==> src/design/m68kBridge_cfg.svh <==
`ifndef M68KBRIDGE_CFG_SVH
`define M68KBRIDGE_CFG_SVH

// External 68k byte address width
`define M68K_ADDR_BITS 24

// AXI4-Lite side data width
`define AXI_DATA_BITS 32

// 68k data bus width
`define BUS_DATA_BITS 16

// Cycles spent waiting for DTACK before the beat is flagged as a bus error
`define DTACK_TIMEOUT 16

`endif

==> src/design/m68kBridgePkg.sv <==
`include "m68kBridge_cfg.svh"

package m68kBridgePkg;

	// Byte address as seen on the AXI side
	typedef logic [`M68K_ADDR_BITS-1:0] axiAddrT;

	typedef logic [`AXI_DATA_BITS-1:0] longWordT;
	typedef logic [`BUS_DATA_BITS-1:0] busWordT;
	typedef logic [`AXI_DATA_BITS/8-1:0] byteStrobeT;

	// Word address on the 68k pins where the data strobes stand in for A0
	typedef logic [`M68K_ADDR_BITS-1:1] busAddrT;

	typedef logic [1:0] respT;

	localparam respT respOkay = 2'b00;
	localparam respT respSlvErr = 2'b10;

	// Address strobe cycle of the bus sequencer
	typedef enum logic [1:0]
	{
		IDLE,
		ASSERT,
		WAIT_ACK,
		RELEASE
	} seqStateT;

endpackage

==> src/design/beatIf.sv <==
`timescale 1ns/1ns

interface beatIf;

	logic valid;
	logic ready;
	m68kBridgePkg::busAddrT addr;
	m68kBridgePkg::busWordT data;
	// Active high versions of UDS and LDS
	logic upper;
	logic lower;
	logic write;
	logic last;
	// Beat holds bits 15:0 of the longword
	logic lowHalf;

	modport source
	(
		output valid, addr, data, upper, lower, write, last, lowHalf,
		input ready
	);

	modport sink
	(
		input valid, addr, data, upper, lower, write, last, lowHalf,
		output ready
	);

endinterface

==> src/design/busReqIf.sv <==
`timescale 1ns/1ns

interface busReqIf;

	logic valid;
	logic ready;
	m68kBridgePkg::axiAddrT addr;
	m68kBridgePkg::longWordT wdata;
	m68kBridgePkg::byteStrobeT strb;
	// High for a write access, low for a read
	logic write;

	modport source
	(
		output valid, addr, wdata, strb, write,
		input ready
	);

	modport sink
	(
		input valid, addr, wdata, strb, write,
		output ready
	);

endinterface

==> src/design/accessSplitter.sv <==
`timescale 1ns/1ns
`include "m68kBridge_cfg.svh"

module accessSplitter (
	input logic   clk68k,
	input logic   rst,
	busReqIf.sink req,
	beatIf.source beat
);

	// Halves still owed to the sequencer with the high half sent first
	logic needHigh;
	logic needLow;
	logic writeQ;
	logic lowHalf;
	m68kBridgePkg::axiAddrT addrQ;
	m68kBridgePkg::longWordT wdataQ;
	m68kBridgePkg::byteStrobeT strbQ;

	assign req.ready = !needHigh && !needLow;
	assign lowHalf = !needHigh;

	assign beat.valid = needHigh || needLow;
	assign beat.lowHalf = lowHalf;
	assign beat.write = writeQ;
	assign beat.last = !(needHigh && needLow);
	// Bits 31:16 sit at the even word address of the big-endian bus
	assign beat.addr = {addrQ[`M68K_ADDR_BITS-1:2], lowHalf};
	assign beat.data = lowHalf ? wdataQ[`BUS_DATA_BITS-1:0]
		: wdataQ[`AXI_DATA_BITS-1:`BUS_DATA_BITS];
	// Reads always fetch the whole word
	assign beat.upper = writeQ ? (lowHalf ? strbQ[1] : strbQ[3]) : 1'b1;
	assign beat.lower = writeQ ? (lowHalf ? strbQ[0] : strbQ[2]) : 1'b1;

	always_ff @(posedge clk68k)
	begin
		if (rst)
		begin
			needHigh <= 1'b0;
			needLow <= 1'b0;
		end
		else if (req.valid && req.ready)
		begin
			// An empty write still costs one strobeless beat on the high half
			needHigh <= !req.write || (|req.strb[3:2]) || !(|req.strb);
			needLow <= !req.write || (|req.strb[1:0]);
		end
		else if (beat.valid && beat.ready)
		begin
			if (needHigh)
				needHigh <= 1'b0;
			else
				needLow <= 1'b0;
		end
	end

	always_ff @(posedge clk68k)
	begin
		if (req.valid && req.ready)
		begin
			addrQ <= req.addr;
			wdataQ <= req.wdata;
			strbQ <= req.strb;
			writeQ <= req.write;
		end
	end

endmodule

==> src/design/axiLiteFrontend.sv <==
`timescale 1ns/1ns

module axiLiteFrontend (
	input  logic                      clk68k,
	input  logic                      rst,
	input  m68kBridgePkg::axiAddrT    awaddr,
	input  logic                      awvalid,
	output logic                      awready,
	input  m68kBridgePkg::longWordT   wdata,
	input  m68kBridgePkg::byteStrobeT wstrb,
	input  logic                      wvalid,
	output logic                      wready,
	output m68kBridgePkg::respT       bresp,
	output logic                      bvalid,
	input  logic                      bready,
	input  m68kBridgePkg::axiAddrT    araddr,
	input  logic                      arvalid,
	output logic                      arready,
	output m68kBridgePkg::longWordT   rdata,
	output m68kBridgePkg::respT       rresp,
	output logic                      rvalid,
	input  logic                      rready,
	input  logic                      respValid,
	input  m68kBridgePkg::longWordT   respData,
	input  logic                      respErr,
	busReqIf.source                   req
);

	// Rises on the first cycle after reset
	logic live;
	// Open from address accept until the response handshake
	logic openTxn;
	logic isWrite;
	logic reqValid;
	logic acceptWrite;
	logic acceptRead;
	m68kBridgePkg::axiAddrT addrQ;
	m68kBridgePkg::longWordT wdataQ;
	m68kBridgePkg::byteStrobeT strbQ;
	m68kBridgePkg::respT respCode;

	// AW and W only complete as a pair
	assign awready = live && !openTxn && wvalid;
	assign wready = live && !openTxn && awvalid;
	// A write arriving in the same cycle takes priority
	assign arready = live && !openTxn && !(awvalid && wvalid);

	assign acceptWrite = awvalid && awready;
	assign acceptRead = arvalid && arready;
	assign respCode = respErr ? m68kBridgePkg::respSlvErr : m68kBridgePkg::respOkay;

	assign req.valid = reqValid;
	assign req.addr = addrQ;
	assign req.wdata = wdataQ;
	assign req.strb = strbQ;
	assign req.write = isWrite;

	always_ff @(posedge clk68k)
	begin
		if (rst)
		begin
			live <= 1'b0;
			openTxn <= 1'b0;
			isWrite <= 1'b0;
			reqValid <= 1'b0;
			bvalid <= 1'b0;
			rvalid <= 1'b0;
		end
		else
		begin
			live <= 1'b1;
			if (acceptWrite || acceptRead)
			begin
				openTxn <= 1'b1;
				isWrite <= acceptWrite;
				reqValid <= 1'b1;
			end
			else if (reqValid && req.ready)
				reqValid <= 1'b0;

			// Sequencer result turns into the matching AXI response
			if (respValid && isWrite)
				bvalid <= 1'b1;
			else if (bvalid && bready)
				bvalid <= 1'b0;
			if (respValid && !isWrite)
				rvalid <= 1'b1;
			else if (rvalid && rready)
				rvalid <= 1'b0;

			if ((bvalid && bready) || (rvalid && rready))
				openTxn <= 1'b0;
		end
	end

	always_ff @(posedge clk68k)
	begin
		if (acceptWrite)
		begin
			addrQ <= awaddr;
			wdataQ <= wdata;
			strbQ <= wstrb;
		end
		else if (acceptRead)
			addrQ <= araddr;

		if (respValid)
		begin
			bresp <= respCode;
			rresp <= respCode;
			rdata <= respData;
		end
	end

endmodule

==> src/design/m68kBridge.sv <==
`timescale 1ns/1ns

module m68kBridge (
	input  logic                      clk68k,
	input  logic                      rst,
	input  m68kBridgePkg::axiAddrT    awaddr,
	input  logic                      awvalid,
	output logic                      awready,
	input  m68kBridgePkg::longWordT   wdata,
	input  m68kBridgePkg::byteStrobeT wstrb,
	input  logic                      wvalid,
	output logic                      wready,
	output m68kBridgePkg::respT       bresp,
	output logic                      bvalid,
	input  logic                      bready,
	input  m68kBridgePkg::axiAddrT    araddr,
	input  logic                      arvalid,
	output logic                      arready,
	output m68kBridgePkg::longWordT   rdata,
	output m68kBridgePkg::respT       rresp,
	output logic                      rvalid,
	input  logic                      rready,
	output m68kBridgePkg::busAddrT    m68kAddr,
	output m68kBridgePkg::busWordT    m68kDataOut,
	input  m68kBridgePkg::busWordT    m68kDataIn,
	output logic                      m68kDataOe,
	output logic                      nAs,
	output logic                      nUds,
	output logic                      nLds,
	output logic                      rw,
	input  logic                      nDtack
);

	logic respValid;
	m68kBridgePkg::longWordT respData;
	logic respErr;

	busReqIf reqBus ();
	beatIf beatBus ();

	axiLiteFrontend frontend (
		.clk68k(clk68k),
		.rst(rst),
		.awaddr(awaddr),
		.awvalid(awvalid),
		.awready(awready),
		.wdata(wdata),
		.wstrb(wstrb),
		.wvalid(wvalid),
		.wready(wready),
		.bresp(bresp),
		.bvalid(bvalid),
		.bready(bready),
		.araddr(araddr),
		.arvalid(arvalid),
		.arready(arready),
		.rdata(rdata),
		.rresp(rresp),
		.rvalid(rvalid),
		.rready(rready),
		.respValid(respValid),
		.respData(respData),
		.respErr(respErr),
		.req(reqBus.source)
	);

	accessSplitter splitter (
		.clk68k(clk68k),
		.rst(rst),
		.req(reqBus.sink),
		.beat(beatBus.source)
	);

	m68kBusSequencer sequencer (
		.clk68k(clk68k),
		.rst(rst),
		.beat(beatBus.sink),
		.m68kAddr(m68kAddr),
		.m68kDataOut(m68kDataOut),
		.m68kDataIn(m68kDataIn),
		.m68kDataOe(m68kDataOe),
		.nAs(nAs),
		.nUds(nUds),
		.nLds(nLds),
		.rw(rw),
		.nDtack(nDtack),
		.respValid(respValid),
		.respData(respData),
		.respErr(respErr)
	);

endmodule

==> src/design/m68kBusSequencer.sv <==
`timescale 1ns/1ns
`include "m68kBridge_cfg.svh"

module m68kBusSequencer (
	input  logic                    clk68k,
	input  logic                    rst,
	beatIf.sink                     beat,
	output m68kBridgePkg::busAddrT  m68kAddr,
	output m68kBridgePkg::busWordT  m68kDataOut,
	input  m68kBridgePkg::busWordT  m68kDataIn,
	output logic                    m68kDataOe,
	output logic                    nAs,
	output logic                    nUds,
	output logic                    nLds,
	output logic                    rw,
	input  logic                    nDtack,
	output logic                    respValid,
	output m68kBridgePkg::longWordT respData,
	output logic                    respErr
);

	localparam int timeoutBits = $clog2(`DTACK_TIMEOUT);
	localparam logic [timeoutBits-1:0] timeoutLast = timeoutBits'(`DTACK_TIMEOUT - 1);

	m68kBridgePkg::seqStateT state;
	logic [timeoutBits-1:0] waitCnt;
	logic upperQ;
	logic lowerQ;
	logic writeQ;
	logic lastQ;
	logic lowHalfQ;
	// Sticky over both beats of a longword
	logic errAcc;
	logic inCycle;
	logic strobePhase;

	assign inCycle = (state != m68kBridgePkg::IDLE);
	assign strobePhase = (state == m68kBridgePkg::ASSERT) || (state == m68kBridgePkg::WAIT_ACK);

	assign beat.ready = (state == m68kBridgePkg::IDLE);
	assign nAs = !(state == m68kBridgePkg::WAIT_ACK);
	// Data strobes lead AS by the ASSERT setup cycle
	assign nUds = !(upperQ && strobePhase);
	assign nLds = !(lowerQ && strobePhase);
	assign rw = !(writeQ && inCycle);
	assign m68kDataOe = writeQ && (upperQ || lowerQ) && inCycle;

	assign respValid = (state == m68kBridgePkg::RELEASE) && lastQ;
	assign respErr = errAcc;

	always_ff @(posedge clk68k)
	begin
		if (rst)
		begin
			state <= m68kBridgePkg::IDLE;
			waitCnt <= '0;
			upperQ <= 1'b0;
			lowerQ <= 1'b0;
			writeQ <= 1'b0;
			lastQ <= 1'b0;
			errAcc <= 1'b0;
		end
		else
		begin
			unique case (state)
				m68kBridgePkg::IDLE:
				begin
					if (beat.valid)
					begin
						upperQ <= beat.upper;
						lowerQ <= beat.lower;
						writeQ <= beat.write;
						lastQ <= beat.last;
						// No strobes means nothing to put on the bus
						if (beat.upper || beat.lower)
							state <= m68kBridgePkg::ASSERT;
						else
							state <= m68kBridgePkg::RELEASE;
					end
				end
				m68kBridgePkg::ASSERT:
				begin
					waitCnt <= '0;
					state <= m68kBridgePkg::WAIT_ACK;
				end
				m68kBridgePkg::WAIT_ACK:
				begin
					waitCnt <= waitCnt + 1'b1;
					if (!nDtack)
						state <= m68kBridgePkg::RELEASE;
					else if (waitCnt == timeoutLast)
					begin
						errAcc <= 1'b1;
						state <= m68kBridgePkg::RELEASE;
					end
				end
				m68kBridgePkg::RELEASE:
				begin
					upperQ <= 1'b0;
					lowerQ <= 1'b0;
					writeQ <= 1'b0;
					// Error has been handed to the front end with respValid
					if (lastQ)
						errAcc <= 1'b0;
					state <= m68kBridgePkg::IDLE;
				end
				default:
					state <= m68kBridgePkg::IDLE;
			endcase
		end
	end

	always_ff @(posedge clk68k)
	begin
		if (beat.valid && beat.ready)
		begin
			m68kAddr <= beat.addr;
			m68kDataOut <= beat.data;
			lowHalfQ <= beat.lowHalf;
		end

		// Read halves land in their own slot of the longword
		if (state == m68kBridgePkg::WAIT_ACK && !nDtack)
		begin
			if (lowHalfQ)
				respData[`BUS_DATA_BITS-1:0] <= m68kDataIn;
			else
				respData[`AXI_DATA_BITS-1:`BUS_DATA_BITS] <= m68kDataIn;
		end
	end

endmodule

==> config.mk <==
export PLATFORM = sky130hd
export DESIGN_NAME = m68kBridge
export DESIGN_NICKNAME = d
export VERILOG_FILES = /design/src/design/m68kBridgePkg.sv /design/src/design/beatIf.sv /design/src/design/busReqIf.sv /design/src/design/accessSplitter.sv /design/src/design/axiLiteFrontend.sv /design/src/design/m68kBridge.sv /design/src/design/m68kBusSequencer.sv
export VERILOG_INCLUDE_DIRS = /design/src /design/src/design
export SDC_FILE = /design/constraint.sdc
export NUM_CORES = 1
export LEC_CHECK = 0
export ABC_AREA = 1
export BUFFER_PORTS_ARGS = -buffer_cell sky130_fd_sc_hd__buf_4
export CAP_MARGIN = 30
export CORE_ASPECT_RATIO = 0.6
export CORE_MARGIN = 4
export CORE_UTILIZATION = 60
export CTS_BUF_LIST = sky130_fd_sc_hd__clkbuf_4
export DETAILED_ROUTE_END_ITERATION = 7
export GPL_TIMING_DRIVEN = 1
export PLACE_DENSITY = 0.86
export SLEW_MARGIN = 15
export SYNTH_ARGS = -nofsm -noshare
export SYNTH_HDL_FRONTEND = slang
export SYNTH_HIERARCHICAL = 1
export SYNTH_SLANG_ARGS = --single-unit
==> constraint.sdc <==
create_clock -name clk68k -period 9.4 [get_ports clk68k]
set_input_delay 0.47 -clock clk68k [delete_from_list [all_inputs] [get_ports clk68k]]
set_output_delay 0.47 -clock clk68k [all_outputs]
set_load 0.01 [all_outputs]
# Yosys cells after proc, flatten, opt, wreduce, memory -nomap -nowiden

Cells that the tools add are included.

Bits in registers: 246
Latch bits: 0
RAM bits: 0
ROM bits: 0
Bits of input ports: 108
Output and inout port bits: 85
Word-level logic and storage cells: 141
Memories kept: 0

Add/subtract/negate cells: 1
Multiply operators: 0
Divide/modulo/power cells: 0
Order comparisons: 0
Equal/unequal tests: 10
Shift-type cells: 0
Multiplexer cells: 36
Bitwise logic cells: 1
Reductions and logical operators: 64

Operators by type and width:

| operator            | number |
|---|---|
| $mux 24             | 2 |
| $logic_and 1x1->1   | 22 |
| $mux 1              | 22 |
| $reduce_bool 2->1   | 9 |
| $mux 16             | 1 |
| $logic_not 1->1     | 12 |
| $reduce_and 2->1    | 6 |
| $mux 2              | 5 |
| $logic_or 1x1->1    | 9 |
| $pmux 1 s2          | 4 |
| $pmux 2 s4          | 1 |
| $pmux 4 s2          | 1 |
| $ne 2x2->1 const B  | 3 |
| $reduce_or 2->1     | 3 |
| $add 4x1->4 const B | 1 |
| $eq 2x2->1 const B  | 2 |
| $eq 4x4->1 const B  | 1 |
| $ne 2x1->1 const B  | 2 |
| $reduce_and 4->1    | 1 |
| $reduce_or 4->1     | 1 |
| $ne 3x3->1 const B  | 1 |
| $eq 2x1->1 const B  | 1 |
| $logic_not 2->1     | 1 |
| $not 1->1           | 1 |

# Logic depth before layout (Yosys ltp)

Gate-level depths: netlist (run 1).

Depth after elaboration: 6
Depth in mapped cells: 10
Gate-level depth less buffers: 9

# Modules after synthesis

Netlist (run 1), hierarchy kept.

Modules (own cells, without submodules):

| module           | times used | cells an instance | area an instance (sq um) | sequential area each (sq um) |
|---|---|---|---|---|
| axiLiteFrontend  | 1          | 216               | 3,407.0                  | 2,912.8 |
| m68kBusSequencer | 1          | 164               | 2,782.7                  | 2,382.3 |
| accessSplitter   | 1          | 137               | 2,124.5                  | 1,811.7 |

# Worst setup path after synthesis (run 1)

Ideal clock, no wire load.

Path type: reg2reg
From: reg splitter.needHigh
To: reg splitter.addrQ[10], enable pin
Library setup time: 0.468 ns
Arrival: 2.719 ns
Data required time: 8.932 ns
Setup slack: 6.213 ns
Stages on the path, launching flop included: 2
Buffers on the path: 0
Period minus slack after synthesis: 3.187 ns
Cells stage by stage: dfxtp_1 nor3b_2

Cells in the longest elaborated chain, start to end: 3

RTL lines:

| element                  | RTL line             | RTL |
|---|---|---|
| start: declaration       | accessSplitter.sv:12 | `logic needHigh;` |
| start signal: assignment | accessSplitter.sv:45 | `needHigh <= !req.write \|\| (\|req.strb[3:2]) \|\| !(\|req.strb);` |
| $logic_not 1->1          | accessSplitter.sv:20 | `assign req.ready = !needHigh && !needLow;` |
| $logic_and 1x1->1        | accessSplitter.sv:20 |  |
| $logic_and 1x1->1        | accessSplitter.sv:59 | `if (req.valid && req.ready)` |
| end signal: assignment   | accessSplitter.sv:61 | `addrQ <= req.addr;` |
| end: declaration         | accessSplitter.sv:16 | `m68kBridgePkg::axiAddrT addrQ;` |

No other way between the ends.
A chain may end at the register's enable or synchronous reset.

# Worst setup path after layout (run 1)

From: reg sequencer.state[1]
To: out nUds

Cells in the longest elaborated chain, start to end: 4
Elaborated cells between the ends (all ways): 5
Classes of those cells: eq/ne: 2; reduce/logical: 3

RTL lines:

| element                                  | RTL line               | RTL |
|---|---|---|
| start: declaration                       | m68kBusSequencer.sv:25 | `m68kBridgePkg::seqStateT state;` |
| start signal: assignment                 | m68kBusSequencer.sv:55 | `state <= m68kBridgePkg::IDLE;` |
| start signal: assignment                 | m68kBusSequencer.sv:76 | `state <= m68kBridgePkg::ASSERT;` |
| start signal: assignment                 | m68kBusSequencer.sv:78 | `state <= m68kBridgePkg::RELEASE;` |
| $eq 2x1->1 or $eq 2x2->1 (tied branches) | m68kBusSequencer.sv:38 | `assign strobePhase = (state == m68kBridgePkg::ASSERT) \|\| (state == m68kBridgePkg::WAIT_ACK);` |
| $logic_or 1x1->1 *                       | m68kBusSequencer.sv:38 |  |
| named net sequencer.strobePhase          | m68kBusSequencer.sv:35 | `logic strobePhase;` |
| $logic_and 1x1->1 *                      | m68kBusSequencer.sv:43 | `assign nUds = !(upperQ && strobePhase);` |
| $logic_not 1->1 *                        | m68kBusSequencer.sv:43 |  |
| end: declaration                         | m68kBridge.sv:28       | `output logic nUds,` |

Mark *: on every way through the listed nets, which the timed path passes. The rest lies on a longest branch.

==> results of run 1 <==
[critical path: stages, from the launching register on]
cell and delay [ns]:
dfxtp_1 0.38, inv_1 0.09, ha_1 0.45, nand2_1 0.09
buf_4 0.15
[layout make-up]
type | instances | area [sq um] | share of cell area, %
sequential | 241 | 7050 | 67.5
timing repair buffer | 194 | 1480 | 14.1
multi-input combinational | 223 | 970 | 9.29
clock buffer | 74 | 556 | 5.32
tap | 170 | 213 | 2.04
inverter | 33 | 126 | 1.21
clock inverter | 13 | 50.0 | 0.480
[per-stage QoR]
stage | area (sq um) | setup slack [ns] | power, mW
final | 10400 | 7.20 | 2.24
after global routing | 10400 | 7.03 | 2.35
after CTS | 10400 | 6.88 | 2.26
after detailed placement | 9780 | 6.89 | 1.54
after global placement | 9780 | 6.99 | 1.52
after floorplan | 8240 | 6.21 | 1.43
[power by group through the flow]
stage	combinational [mW]	clock, mW	sequential, mW
after floorplan	0.133	0	1.30
after global placement	0.231	0	1.29
after detailed placement	0.244	0	1.30
after CTS	0.245	0.741	1.27
after global routing	0.275	0.800	1.28
final	0.249	0.715	1.27
[routing by layer]
metal,routed length [um],up-vias,GRT usage (%)
li1,-,2271,-
met1,6250,2220,24.9
met2,7630,205,32.6
met3,1760,20,9.36
met4,189,0,5.40
met5,0,-,0
[how the worst max path moves through the flow]
stage	endpoint	slack [ns]
after detailed placement	sequencer/upperQ	6.89
after CTS	sequencer/upperQ	6.88
final	nUds	7.20
after global placement	sequencer/writeQ	6.99
after floorplan	splitter/addrQ[10]	6.21
after global routing	sequencer/state[1]	7.03
[sequential cells by signal (all words and copies together), names as in the netlist, 2 cells and up]
signal,cells
sequencer/waitCnt,4
sequencer/m68kAddr,23
sequencer/state,2
frontend/req.strb,4
splitter/strbQ,4
sequencer/m68kDataOut,16
frontend/rdata,32
sequencer/respData,32
splitter/wdataQ,32
frontend/req.wdata,32
splitter/addrQ,22
frontend/req.addr,22
==> reports/qor.txt, run 1 <==
starting density of the core: 62.7%
final hold viol count: 0
r2r setup slk: 7.27 ns
initial DRC count: 277
Cells on Worst Hold Path: 1
Avg WL per Cell: 16.7 um
combinational fraction of design power: 11.1%
max-slew violations: 0
fin crit period: 2.20 ns
# rows: 32
Min Hold Slack: 0.0669 ns
Placeable Area: 13100 sq um
register share of total power: 56.9%
number of global-route vias before repair: 4954
Clock Sinks: 241
CTS root buffer: clkbuf_4
IO Pins: 193
GP Congestion: 0.780
Critical R2R Launch: splitter/needHigh
Worst EP required: 8.93 ns
input/output buffers: 186
class of the worst hold path: in2reg
post-synthesis cell area: 8230 sq um
switching share of power: 23.7%
first-pass GRT wire length: 24800 um
WL final: 15800 um
WS Path Type: reg2out
final design utilization: 79.5%
Min-Delay Startpoint: wdata[3]
number of fill cells: 731
crit path max fanout: 8
final net count: 857
Worst setup EP type: primary output
Placed Cells: 857
initial antenna violation count: 0
leakage: 4.18 nW
Tcrit/Tclk final: 23.4%
Syn Area/Cell: 16.2 sq um
dpl hpwl: 10800 um
Max Clk Rate: 0.455 GHz
H-tree depth: 2
RSZ-0062 raised after global routing: false
Tightest Pin Transition: 0.979 ns
Die W: 159 um
Psw: 531 uW
antenna-violating nets left: 0
Die ar.: 15700 sq um
Worst Skew: 0.0244 ns
Worst Hold End: frontend/req.wdata[3]
# hold bufs at CTS: 2
Finished Layout Cells: 948
setup_tns: 0 ns
yosys warns: 6
Crit. Startpoint: sequencer/state[1]
worst-case clock buffer depth: 3
cts bufs inserted: 51
Clk pwr share: 32.0%
Reg clk slew, reported paths: 0.07 ns
drt drc: 0
Die Y: 98.7 um
total congestion overflow: 0
postcts setup bufs: 0
share of cells above drive strength 1: 35.3%
Power Density: 214 nW/um^2
routed vias: 4716
Worst Reg2Reg Path Length in Cells: 8
final setup vio count: 0
area grow syn2layout: 26.8%
antenna diode instance count: 0
Max-cap violations: 0
CTS tree: built
Peak VDD IR: 0.130 mV
clock latency at the later pin of the worst-skew pair: 0.59 ns
commonest non-fill, non-tap cell in the layout: edfxtp_1
TritonRoute pass-1 iters: 4
Worst Path Arrival: 1.73 ns
Worst Setup Start Kind: flop
Cells after Synth: 509
most frequent cells in the layout: edfxtp_1, buf_4, nand2_1
status: finished clean
post-cts resize count: 0
largest net degree at the start of global routing: 62
RR Endpoint: sequencer/state[1]
total track usage: 20.1%
Slew HR: 34.7%
Pint: 1.71 mW
Via-to-Cell Ratio: 4.97
Note: power is estimated with default switching activity, not from simulation.
==> run 2, diff against run 1 <==
Settings changed: CORE_UTILIZATION 60 to 55, PLACE_DENSITY 0.86 to 0.79.
Clock period 9.4 ns to 2.19 ns, I/O delays scaled along.
==> run 2 against run 1 <==
Effect of this change:
- critical path depth increased by 3
- flip-flop and latch count unchanged
- cell area increased by 11%
- routed wire length increased by 18%
- sequential share of layout area decreased by 6.7 points
- worst setup slack got worse by 7.1 ns
- via count increased by 11%
- sequential power increased to 4.3 times the previous value
- count of clock-buffer cells in the layout increased by 14
- clock skew decreased by 0.0050 ns
- cell count increased by 15%
- largest power group unchanged
- highest routed layer unchanged
==> reports/qor.txt, run 2 (synthesized netlist as in run 1, its figures left out) <==
Worst Reg2Reg Path Length in Cells: 7 (was 8)
commonest non-fill, non-tap cell in the layout: edfxtp_1 (unchanged)
Tcrit/Tclk final: 94.2%
routed vias: 5236 (was 4716)
max-slew violations: 0 (unchanged)
H-tree depth: 2 (unchanged)
Psw: 2.39 mW (was 531 uW)
Clk pwr share: 33.3% (was 32.0%)
total track usage: 22.0% (was 20.1%)
Die ar.: 17100 sq um (was 15700 sq um)
share of cells above drive strength 1: 32.9% (was 35.3%)
pre-CTS setup slack: 0.514 ns (was 6.89 ns)
Max Clk Rate: 0.485 GHz
Power Density: 870 nW/um^2 (was 214 nW/um^2)
final hold viol count: 0 (unchanged)
crit path max fanout: 58 (was 8)
Critical R2R Launch: frontend/live (was splitter/needHigh)
GR met1 Demand/Resource: 25.3% (was 24.9%)
Avg WL per Cell: 17.2 um (was 16.7 um)
total congestion overflow: 0 (unchanged)
initial DRC count: 353 (was 277)
antenna-violating nets left: 0 (unchanged)
worst-case clock buffer depth: 3 (unchanged)
# rows: 34 (was 32)
number of global-route vias before repair: 5669 (was 4954)
critical path endpoint: frontend/req.addr[17] (was nUds)
Worst EP required: 2.64 ns (was 8.93 ns)
status: finished clean (unchanged)
fin crit period: 2.06 ns
IO Pins: 193 (unchanged)
input/output buffers: 186 (unchanged)
dpl hpwl: 11100 um (was 10800 um)
starting density of the core: 56.4% (was 62.7%)
leakage: 4.67 nW (was 4.18 nW)
fin area: 11600 sq um (was 10400 sq um)
final net count: 963 (was 857)
RR Endpoint: frontend/req.addr[17] (was sequencer/state[1])
largest net degree at the start of global routing: 62 (unchanged)
combinational fraction of design power: 12.5% (was 11.1%)
Peak VDD IR: 0.584 mV (was 0.130 mV)
class of the worst hold path: in2reg (unchanged)
final setup vio count: 0 (unchanged)
drt drc: 0 (unchanged)
Placeable Area: 14600 sq um (was 13100 sq um)
most heavily used metal layer in global routing: met2 (unchanged)
Crit. Startpoint: frontend/live (was sequencer/state[1])
switching share of power: 23.7% (about the same)
RSZ-0062 raised after global routing: false (unchanged)
number of fill cells: 758 (was 731)
final worst slack: 0.128 ns (was 7.20 ns)
register share of total power: 54.1% (was 56.9%)
Reg clk slew, reported paths: 0.07 ns (about the same)
most frequent cells in the layout: edfxtp_1, buf_4, nand2_1 (unchanged)
final design utilization: 79.5% (about the same)
Total Power: 10.1 mW (was 2.24 mW)
GR Util met2: 39.5% (was 32.6%)
Worst Path Arrival: 2.51 ns (was 1.73 ns)
TritonRoute pass-1 iters: 5 (was 4)
Die W: 166 um (was 159 um)
CTS root buffer: clkbuf_4 (unchanged)
Worst Skew: 0.0194 ns (was 0.0244 ns)
Die Y: 103 um (was 98.7 um)
clock latency at the later pin of the worst-skew pair: 0.59 ns (about the same)
first-pass GRT wire length: 29100 um (was 24800 um)
Max-cap violations: 0 (unchanged)
Via-to-Cell Ratio: 4.82 (was 4.97)
Cell Area, Placed: 9860 sq um (was 9780 sq um)
CTS tree: built (unchanged)
cts bufs inserted: 52 (was 51)
WL final: 18600 um (was 15800 um)
Worst Setup Start Kind: flop (unchanged)
r2r setup slk: 0.13 ns (was 7.27 ns)
GP Congestion: 0.815 (was 0.780)
initial antenna violation count: 1 (was 0)
Pint: 7.70 mW (was 1.71 mW)
area grow syn2layout: 40.9% (was 26.8%)
grt met3 use: 8.08% (was 9.36%)
Worst setup EP type: flop (was primary output)
WS Path Type: reg2reg (was reg2out)
Clock Sinks: 241 (unchanged)
[run 2: cell count changes in the layout (fill, tap and decap cells not counted)]
cell,previous run,this run
dlygate4sd3_1,3,105
clkbuf_4,74,88
clkinv_1,12,3
buf_4,190,192
buf_6,0,1
clkinv_2,1,0
dfxtp_1,19,18
dfxtp_2,0,1
diode_2,0,1
inv_4,1,0
inv_8,0,1
[run 2: critical path, stage by stage (launching register included)]
cell and delay, ns:
dfxtp_1 0.36, inv_2 0.05, nor2_4 0.12, nand2_4 0.21
inv_8 0.37, nand2_1 0.13, nand2_1 0.08, dlygate4sd3_1 0.56
[run 2: power by group through the flow]
| stage | logic (mW) | clock network (mW) | registers (mW) |
|---|---|---|---|
| floorplan | 0.572 | 0 | 5.57 |
| global placement | 1.01 | 0 | 5.53 |
| detailed placement | 1.07 | 0 | 5.56 |
| CTS | 1.24 | 3.42 | 5.46 |
| global route | 1.37 | 3.74 | 5.48 |
| finish | 1.26 | 3.36 | 5.46 |
[run 2: final cells by class]
| class | instances | area (sq um) | share of cell area, % |
|---|---|---|---|
| antenna | 1 | 2.50 | 0.0216 |
| clock buffer | 88 | 661 | 5.70 |
| inverter | 33 | 131 | 1.13 |
| clock inverter | 3 | 11.3 | 0.0971 |
| timing repair buffer | 299 | 2520 | 21.8 |
| tap | 198 | 248 | 2.14 |
| multi-input combinational | 223 | 970 | 8.36 |
| sequential | 241 | 7050 | 60.8 |
[run 2: worst min-delay path by stage]
stage,start,to,slack (ns),cells after the start
finish,awvalid,frontend/req.write,0.24,5
global route,wdata[4],frontend/req.wdata[4],0.19,2
CTS,awvalid,frontend/req.write,0.16,5
detailed placement,wdata[30],frontend/req.wdata[30],0.29,1
global placement,wdata[21],frontend/req.wdata[21],0.29,1
floorplan,rst,splitter/needHigh,0.17,1
[run 2: metrics by stage]
step	TNS [ns]	instances	hold WS, ns
2_1_floorplan	-9.77	510	0.171
3_3_place_gp	0	889	0.289
3_5_place_dp	0	889	0.289
4_1_cts	0	1085	0.157
5_1_grt	0	1086	0.187
6_report	0	1086	0.237
[run 2: timing repair]
| item | in CTS | in global routing |
|---|---|---|
| hold buffers | 105 | 0 |
| resized for setup | 0 | 3 |
| endpoints found under the hold margin | 109 | 0 |
| buffers inserted | 0 | 0 |
| endpoints found under the setup margin | 0 | 11 |
[run 2: layer usage]
metal / part of all wire, % / wire length [um]
met4: 1.9 / 348
met2: 52 / 9670
met1: 38 / 7170
met5: 0 / 0
met3: 7.7 / 1440
